===== src/common/cic_pkg.sv =====
package cic_pkg;  // widths, ratio and sample types of the CIC decimator

    localparam int in_width = 5;             // signed input sample bits

    localparam int decim_ratio = 256;        // one output per 256 inputs
    localparam int cnt_width   = 8;          // log2(decim_ratio)

    // growth for one stage with M = 1 is log2(R*M) = 8 bits, the same as
    // the counter width, so the block sum always fits in acc_width
    localparam int acc_width = in_width + cnt_width; // 13 bits

    // raw two's complement sample from the input stream
    typedef logic signed [in_width-1:0] sample_t;

    // accumulator, decimated value and comb output wrap modulo 2**13
    typedef logic signed [acc_width-1:0] acc_t;

    // position of the current sample inside its block (0..255)
    typedef logic [cnt_width-1:0] cnt_t;

endpackage


===== src/rtl/cic_integrator.sv =====
`timescale 1ns/1ps

// integrator stage of the CIC
// adds every strobed sample into a wrapping accumulator

module cic_integrator
(
    input  logic             clk,
    input  logic             rst,

    input  logic             in_valid,   // one-cycle sample strobe
    input  cic_pkg::sample_t in_sample,  // signed input sample

    output logic             acc_valid,  // in_valid delayed by one cycle
    output cic_pkg::acc_t    acc_value   // running sum, includes the strobed sample
);

    cic_pkg::acc_t sample_ext;  // sample widened to accumulator width
    cic_pkg::acc_t acc_next;    // accumulator after this cycle

    // sign-extend by replicating the msb into the growth bits
    always_comb
    begin
        sample_ext = {{(cic_pkg::acc_width - cic_pkg::in_width){in_sample[cic_pkg::in_width-1]}},
                      in_sample};
    end

    // next value of the running sum
    always_comb
    begin
        acc_next = acc_value;                     // hold when idle
        if (in_valid)
        begin
            acc_next = acc_value + sample_ext;    // modulo 2**13, wrap is normal for a CIC
        end
    end

    // accumulator register
    always_ff @(posedge clk)
    begin
        if (rst)
        begin
            acc_value <= '0;                      // partial block is thrown away
        end
        else
        begin
            acc_value <= acc_next;
        end
    end

    // strobe follows the data by exactly one register
    always_ff @(posedge clk)
    begin
        if (rst)
        begin
            acc_valid <= 1'b0;
        end
        else
        begin
            acc_valid <= in_valid;                // acc_value already holds this sample
        end
    end

endmodule


===== src/rtl/cic_decimator.sv =====
`timescale 1ns/1ps

// rate change of the CIC
// counts integrator updates and keeps every 256th accumulator value

module cic_decimator
(
    input  logic          clk,
    input  logic          rst,

    input  logic          acc_valid,   // integrator update strobe
    input  cic_pkg::acc_t acc_value,   // integrator running sum

    output logic          dec_valid,   // one pulse per full block
    output cic_pkg::acc_t dec_value    // integrator value at the end of the block
);

    localparam cic_pkg::cnt_t cnt_last = cic_pkg::cnt_t'(cic_pkg::decim_ratio - 1); // 255

    cic_pkg::cnt_t cnt;        // updates seen in the current block
    logic          cnt_wrap;   // this update closes the block

    // the 256th update of a block
    assign cnt_wrap = acc_valid && (cnt == cnt_last);

    // block position counter
    always_ff @(posedge clk)
    begin
        if (rst)
        begin
            cnt <= '0;                     // restart the block on reset
        end
        else if (acc_valid)
        begin
            if (cnt_wrap)
            begin
                cnt <= '0;                 // next block starts
            end
            else
            begin
                cnt <= cnt + 1'b1;
            end
        end
    end

    // output strobe, one cycle after the closing update
    always_ff @(posedge clk)
    begin
        if (rst)
        begin
            dec_valid <= 1'b0;
        end
        else
        begin
            dec_valid <= cnt_wrap;
        end
    end

    // sampled integrator value, only read while dec_valid is high
    always_ff @(posedge clk)
    begin
        if (cnt_wrap)
        begin
            dec_value <= acc_value;        // sum up to and including sample 256
        end
    end

    // a block needs 256 updates, so two outputs can never be adjacent
    assert property (@(posedge clk) disable iff (rst)
        dec_valid |=> !dec_valid)
        else $error("cic_decimator: dec_valid high on two consecutive cycles");

endmodule


===== src/rtl/cic_comb.sv =====
`timescale 1ns/1ps

module cic_comb  // out = current decimated value minus the one before it
(
    input  logic          clk,
    input  logic          rst,

    input  logic          dec_valid,   // one pulse per block
    input  cic_pkg::acc_t dec_value,   // integrator value at the end of the block

    output logic          out_valid,   // dec_valid delayed by one cycle
    output cic_pkg::acc_t out_data     // block sum
);

    cic_pkg::acc_t prev_value;   // decimated value of the previous block
    cic_pkg::acc_t diff;         // exact wrapped difference as the sum fits 13 bits

    // subtract with the delayed operand
    assign diff = dec_value - prev_value;

    // delay line of one decimated sample
    always_ff @(posedge clk)
    begin
        if (rst)
        begin
            prev_value <= '0;            // integrator restarts from 0 as well
        end
        else if (dec_valid)
        begin
            prev_value <= dec_value;
        end
    end

    // registered output value
    always_ff @(posedge clk)
    begin
        if (rst)
        begin
            out_data <= '0;
        end
        else if (dec_valid)
        begin
            out_data <= diff;            // held until the next block
        end
    end

    // output strobe
    always_ff @(posedge clk)
    begin
        if (rst)
        begin
            out_valid <= 1'b0;
        end
        else
        begin
            out_valid <= dec_valid;
        end
    end

    // each output equals the step that the delay line has just taken
    assert property (@(posedge clk) disable iff (rst)
        out_valid |-> out_data == prev_value - $past(prev_value))
        else $error("cic_comb: out_data does not match the step of the delay line");

endmodule


===== src/rtl/cic_top.sv =====
`timescale 1ns/1ps

// one-stage CIC decimator, R = 256, M = 1
// integrator -> decimator -> comb, three cycles from last input to output

module cic_top
(
    input  logic             clk,
    input  logic             rst,

    input  logic             in_valid,    // sample strobe, no back-pressure
    input  cic_pkg::sample_t in_sample,   // 5-bit signed sample

    output logic             out_valid,   // one pulse per 256 samples
    output cic_pkg::acc_t    out_data     // 13-bit signed block sum
);

    logic          acc_valid;   // integrator to decimator
    cic_pkg::acc_t acc_value;
    logic          dec_valid;   // decimator to comb
    cic_pkg::acc_t dec_value;

    cic_integrator u_integrator
    (
        .clk       (clk),
        .rst       (rst),
        .in_valid  (in_valid),
        .in_sample (in_sample),
        .acc_valid (acc_valid),
        .acc_value (acc_value)
    );

    cic_decimator u_decimator
    (
        .clk       (clk),
        .rst       (rst),
        .acc_valid (acc_valid),
        .acc_value (acc_value),
        .dec_valid (dec_valid),
        .dec_value (dec_value)
    );

    cic_comb u_comb
    (
        .clk       (clk),
        .rst       (rst),
        .dec_valid (dec_valid),
        .dec_value (dec_value),
        .out_valid (out_valid),
        .out_data  (out_data)
    );

endmodule


===== config.mk =====
export PLATFORM = sky130hd
export DESIGN_NAME = cic_top
export DESIGN_NICKNAME = d
export VERILOG_FILES = /design/src/common/cic_pkg.sv /design/src/rtl/cic_integrator.sv /design/src/rtl/cic_decimator.sv /design/src/rtl/cic_comb.sv /design/src/rtl/cic_top.sv
export SDC_FILE = /design/constraint.sdc
export NUM_CORES = 1
export LEC_CHECK = 0
export BUFFER_PORTS_ARGS = -buffer_cell sky130_fd_sc_hd__buf_2
export CORE_MARGIN = 5
export CORE_UTILIZATION = 60
export CTS_BUF_LIST = sky130_fd_sc_hd__clkbuf_8
export DETAILED_ROUTE_END_ITERATION = 10
export HOLD_SLACK_MARGIN = 0.1
export PLACE_DENSITY = 0.77
export REMOVE_ABC_BUFFERS = 1
export SETUP_SLACK_MARGIN = 0.4
export SLEW_MARGIN = 25
export SYNTH_ARGS = -nofsm -noshare
export SYNTH_HDL_FRONTEND = slang
export SYNTH_SLANG_ARGS = --single-unit

===== constraint.sdc =====
create_clock -name clk -period 5.25 [get_ports clk]
set_input_delay 0.525 -clock clk [delete_from_list [all_inputs] [get_ports clk]]
set_output_delay 0.525 -clock clk [all_outputs]
set_load 0.02 [all_outputs]

# ---- Yosys cells after proc, flatten, opt, wreduce, memory -nomap -nowiden
# Index checks and enable logic that the tools add are counted.
dict set report classes {
  mul 0
  reduce_logical 1
  n_bitwise 0
  n_addsub 3
  shifts 0
  magnitude_cmp 0
  n_eq_ne 1
  muxes 1
  div 0
}
# op n
set ops {}
lappend ops {{13-bit by 5-bit adder with 13-bit output} 1}
lappend ops {{13-bit subtractor} 1}
lappend ops {{8-bit by 1-bit adder with 8-bit output (second input constant)} 1}
lappend ops {{8-bit == test (second input constant)} 1}
lappend ops {{8-bit 2-to-1 mux} 1}
lappend ops {{1-bit logical AND} 1}
dict set report totals {
  latchBits 0
  mem_bits_ro 0
  register_bits 63
  mem_bits_rw 0
  wordCells 14
  n_memories 0
}

# ---- Longest topological paths before layout
dict set report depth {
  word_depth 3
  ltp_mapped 9
  depth_no_buf 9
}

# ---- By module
# A second synthesis with hierarchy kept.
dict set report unflattened {
  cells_unflattened 369
  hier_area_um2 3485.8
}
# module cells_per_inst instances seq_area_each_um2 area_per_inst_um2
set modules_own_cells {}
lappend modules_own_cells {cic_comb 183 1 540.5 1565.3}
lappend modules_own_cells {cic_integrator 127 1 280.3 1118.6}
lappend modules_own_cells {cic_decimator 59 1 570.5 802.0}

# ---- Least setup slack after synthesis
# No wires, ideal clock.
dict set report synth_path {
  path_kind {input to register}
  start {in in_sample[0]}
  end {reg u_integrator.acc_value[12]}
  required_time_ns 5.127
  cell_stages 8
  setup_ns 0.123
  n_path_buf 0
  arrival_time_ns 2.342
  path_slack_ns 2.784
  path_cell_list {ha_1 > fa_1 > a21o_2 > nand3_2 > a31oi_4 > a221oi_2 > mux2i_1 > mux2_1}
}
dict set report synth_via {
  elab_chain_len 1
}
# item line
set synth_lines {}
lappend synth_lines {{start, declared} cic_top.sv:12} ;# input cic_pkg::sample_t in_sample,
lappend synth_lines {{13-bit by 5-bit adder with 13-bit output} cic_integrator.sv:34} ;# acc_next = acc_value + sample_ext;
lappend synth_lines {{end signal, assigned} cic_integrator.sv:47} ;# acc_value <= acc_next;
lappend synth_lines {{end, declared} cic_integrator.sv:15} ;# output cic_pkg::acc_t acc_value
# No other way between the ends.
# A chain may end at the register's enable or synchronous reset.

# ---- Final worst setup path
dict set report layout_path {
  start {reg u_integrator.acc_value[0]}
  end {reg u_integrator.acc_value[12]}
}
dict set report layout_via {
  elab_chain_len 1
}
# item line
set layout_lines {}
lappend layout_lines {{13-bit by 5-bit adder with 13-bit output} cic_integrator.sv:34}
# No other way between the ends.

==> results.md <==
- In the layout the commonest cells are dfxtp_1 (50), nor2_1 (45), nand2_1 (26), mux2i_1 (26), ha_1 (25).
- Among all flip-flop cells after synthesis, the most frequent one is dfxtp_1.
- The power per cell area is approximately 290 mW/mm2.
- The overall overflow remaining after global route is 0.
- The register bit count reported by yosys is 63.
- The worst path uses 44.4% of the clock period.
- From synthesis to final layout, the design area changed by 10.4%.
- The antenna violation net count after detailed routing is 0.
- Cells with a size suffix above 1 make up approximately 11% of the layout.
- The launch point of the critical path is u_integrator.acc_value[0].
- The number of global-route vias before repair was ~2,400.
- The Yosys step of the flow raised 0 warnings.
- The insertion delay of the later-clocked pin in the worst-skew pair is around 320 ps.
- The category of the critical setup timing path is flop to flop.
- Detailed routing inserted a total of about 2,500 vias.
- At the worst endpoint, the required time is around 5500 ps.
- The root buffer cell is clkbuf_8.
- Clock tree synthesis inserted a total of 9 buffers.
- The final routed DRC violation total is 0.
- The post-CTS setup repair buffer count is 0.
- The congestion estimate from routability-driven global placement came to 0.854.
- From bottom edge to top edge, the die measures roughly 85 um.
- Counting distinct cell types in the post-synthesis netlist gives 52.
- The nature of the critical path startpoint is a flop.
- For the worst setup path, the data arrival time is roughly 2500 ps.
- Leaving out fill and tap cells, the most frequent cell in the layout is dfxtp_1.
- The TritonCTS clock tree is done.
- The worst register-to-register path has a depth of 8.
- The hold path depth is 2.
- IR analysis of the VDD net gives a maximum drop of roughly 0.00018 V.
- The core footprint is approximately 0.0054 mm2.
- The reported max-cap violation count is 0.
- The number of failing hold endpoints at the final stage is 0.
- The final clock skew is 3.45 ps.
- For the pin with the worst max-slew slack, the measured transition is around 610 ps.
- For this block, the initial DRC count from the detailed router was between 100 and 150.
- After detailed routing, the total wire length is between 5 and 6 mm.
- The total global-route track usage is between 15 and 20%.
- Including well taps, the total number of placed cells is approximately 440.
- After technology mapping, the gate count stands at approximately 350.
- The die is about 85 um wide.
- After detailed routing, the number of vias per cell comes to 5.52.
- The number of antenna violations at the first check in global routing is 0.
- The clock-pin slew of the registers on the worst-case setup and hold paths is about 70 ps.
- The die covers 0.00715 mm2.
- The analysis attributes to cell leakage a power of 1.48 nW.
- The count of placed standard cells in the final layout, fillers left out is between 400 and 500.
- Fill cells in the final layout number 430.
- The number of enable-type register cells in the synthesized netlist is 13.
- The run finished with clean final reports.
- For this run, the post-layout net count is slightly above 400.
- In this run the register-to-register setup slack is between 2000 and 3000 ps.
- Setup repair after global routing left no endpoint under its margin.
- During placement, the flow inserted port buffers numbering 21.
- The count of TritonRoute iterations in the first routing pass is 4.
- The total negative slack is 0 ps.
- The beginning of the worst register-to-register path is u_integrator.acc_value[0].
- The time the final worst path needs with I/O delays and setup is 2330 ps.
- Once the floorplan was initialized, standard cells occupied roughly 61% of the core.
- The number of slew-limit violations in the final report is 0.
- The startpoint of the worst hold path is u_comb.out_data[11].
- After clock tree synthesis, the flow added hold-fix buffers numbering 0.
- In the final routed layout, each cell accounts on average for 12.9 um.
- The largest fanout on the critical path is 4.
- The sequential-to-total area share from yosys stat is 41.7%.
- The share of the core filled with cells is about two thirds.
- The async set-or-reset flop fraction in the synthesized netlist is 0%.
- The min-delay analysis places its worst path in the category flop to flop.
- The placed wire-length estimate after detailed placement is just over 4 mm.
- 0 antenna diodes ended up in the layout.
- Static timing analysis puts the maximum clock frequency at 0.429 GHz.
- The final setup violation count is 0.
- The clock passes through at most 2 buffers.
- Entering global routing, the biggest net connects 60 pins.
- After floorplanning, the core was divided into 27 placement rows.
- Gates resized during post-CTS repair numbered 0.
- The H-tree was split into 3 levels.
- The wire length of the first global-routing pass is about 11 mm.
- The mean post-synth cell area is roughly 9.5 um2.
- The number of top-level pins is 22.
- Across all hold checks on the routed design, the worst slack comes to about 450 ps.
- The category of the worst setup path capture point is a flop.
- Headroom to the max-slew limit came out at between 50% and 60%.
- Summing every instance area after synthesis gives approximately 0.0033 mm2.
- The clock net in this run drives a total of 63 sinks.
## synthesized netlist by cell type, types with 2 or more instances
cell / count / area [um2]
nor3b_1: 6 / 45.0
ha_1: 25 / 313
o22ai_1: 3 / 18.8
mux2i_1: 26 / 260
inv_1: 19 / 71.3
xnor2_1: 12 / 105
nand3b_1: 2 / 15.0
o21ai_1: 7 / 35.0
nand3_1: 9 / 45.0
dfxtp_1: 50 / 1000
nand4_1: 5 / 31.3
xor2_1: 7 / 61.3
nor3_1: 3 / 15.0
a21o_1: 6 / 45.0
a211oi_1: 3 / 22.5
o21ai_0: 5 / 25.0
a211o_1: 2 / 17.5
nor2_1: 45 / 169
a21oi_1: 21 / 105
clkbuf_1: 9 / 33.8
nand2b_1: 8 / 50.1
edfxtp_1: 13 / 390
buf_2: 2 / 10.0
o211ai_1: 2 / 15.0
o21a_1: 4 / 30.0
nand2_1: 26 / 97.6
nor2b_1: 6 / 37.5
fa_1: 2 / 40.0
## cells by family after synthesis
logic type      count (synthesis)  synth area share (%)
xor+xnor                       19                  4.99
mux                            28                  8.48
compound gates                 65                  13.0
buf+inv                        30                  3.45
flops                          63                  41.7
simple gates                  120                  17.7
fa+ha+maj                      27                  10.6
## power breakdown
group | switching (mW) | internal, mW | leakage [nW] | total (mW)
Sequential | 0.0139 | 0.512 | 0.526 | 0.526
Combinational | 0.0765 | 0.0633 | 0.862 | 0.140
Clock | 0.174 | 0.211 | 0.0943 | 0.385
Total | 0.264 | 0.787 | 1.48 | 1.05
## final cells by class
type	instances	area [um2]	share of cell area, %
Clock inverter	7	56.3	1.53
Inverter	19	71.3	1.94
Timing Repair Buffer	23	120	3.26
Clock buffer	9	124	3.37
Sequential cell	63	1390	37.8
Tap cell	72	90.1	2.45
Multi-Input combinational cell	259	1830	49.6
## metal layers
metal	vias up	share of wire [%]	track usage, %
li1	1284	-	-
met1	1173	48	22.1
met2	33	47	30.2
met3	7	3.5	3.93
met4	0	1.2	6.47
met5	-	0	0
## per-stage QoR
stage	cell area, um2	setup slack [ps]	total power, mW
after CTS	3680	2900	1.06
after floorplan	3290	2780	0.641
after global routing	3680	2750	1.11
after global placement	3500	2620	0.670
after detailed placement	3500	2580	0.676
final	3680	2920	1.05
## path summary, 6_finish.rpt
kind / to
max: u_integrator.acc_value[12]
min: u_comb.out_data[11]
max reg2reg: u_integrator.acc_value[12]
min reg2reg: u_comb.out_data[11]
## sequential cells by signal, indices dropped and copies added, names as in the netlist
register,flops
u_comb.out_data,13
u_comb.out_valid,1
u_integrator.acc_valid,1
u_integrator.acc_value,13
u_decimator.dec_value,13
u_comb.prev_value,13
u_decimator.cnt,8
u_decimator.dec_valid,1
## worst max-delay path, cell delays in order (launching register included)
cell and delay (ps):
dfxtp_1 320, ha_1 210, fa_1 400, a21o_2 240, nand3_2 100, a31oi_4 120, a221oi_2 280, mux2i_1 220
mux2_1 330
Power figures use the tool's default switching activity.
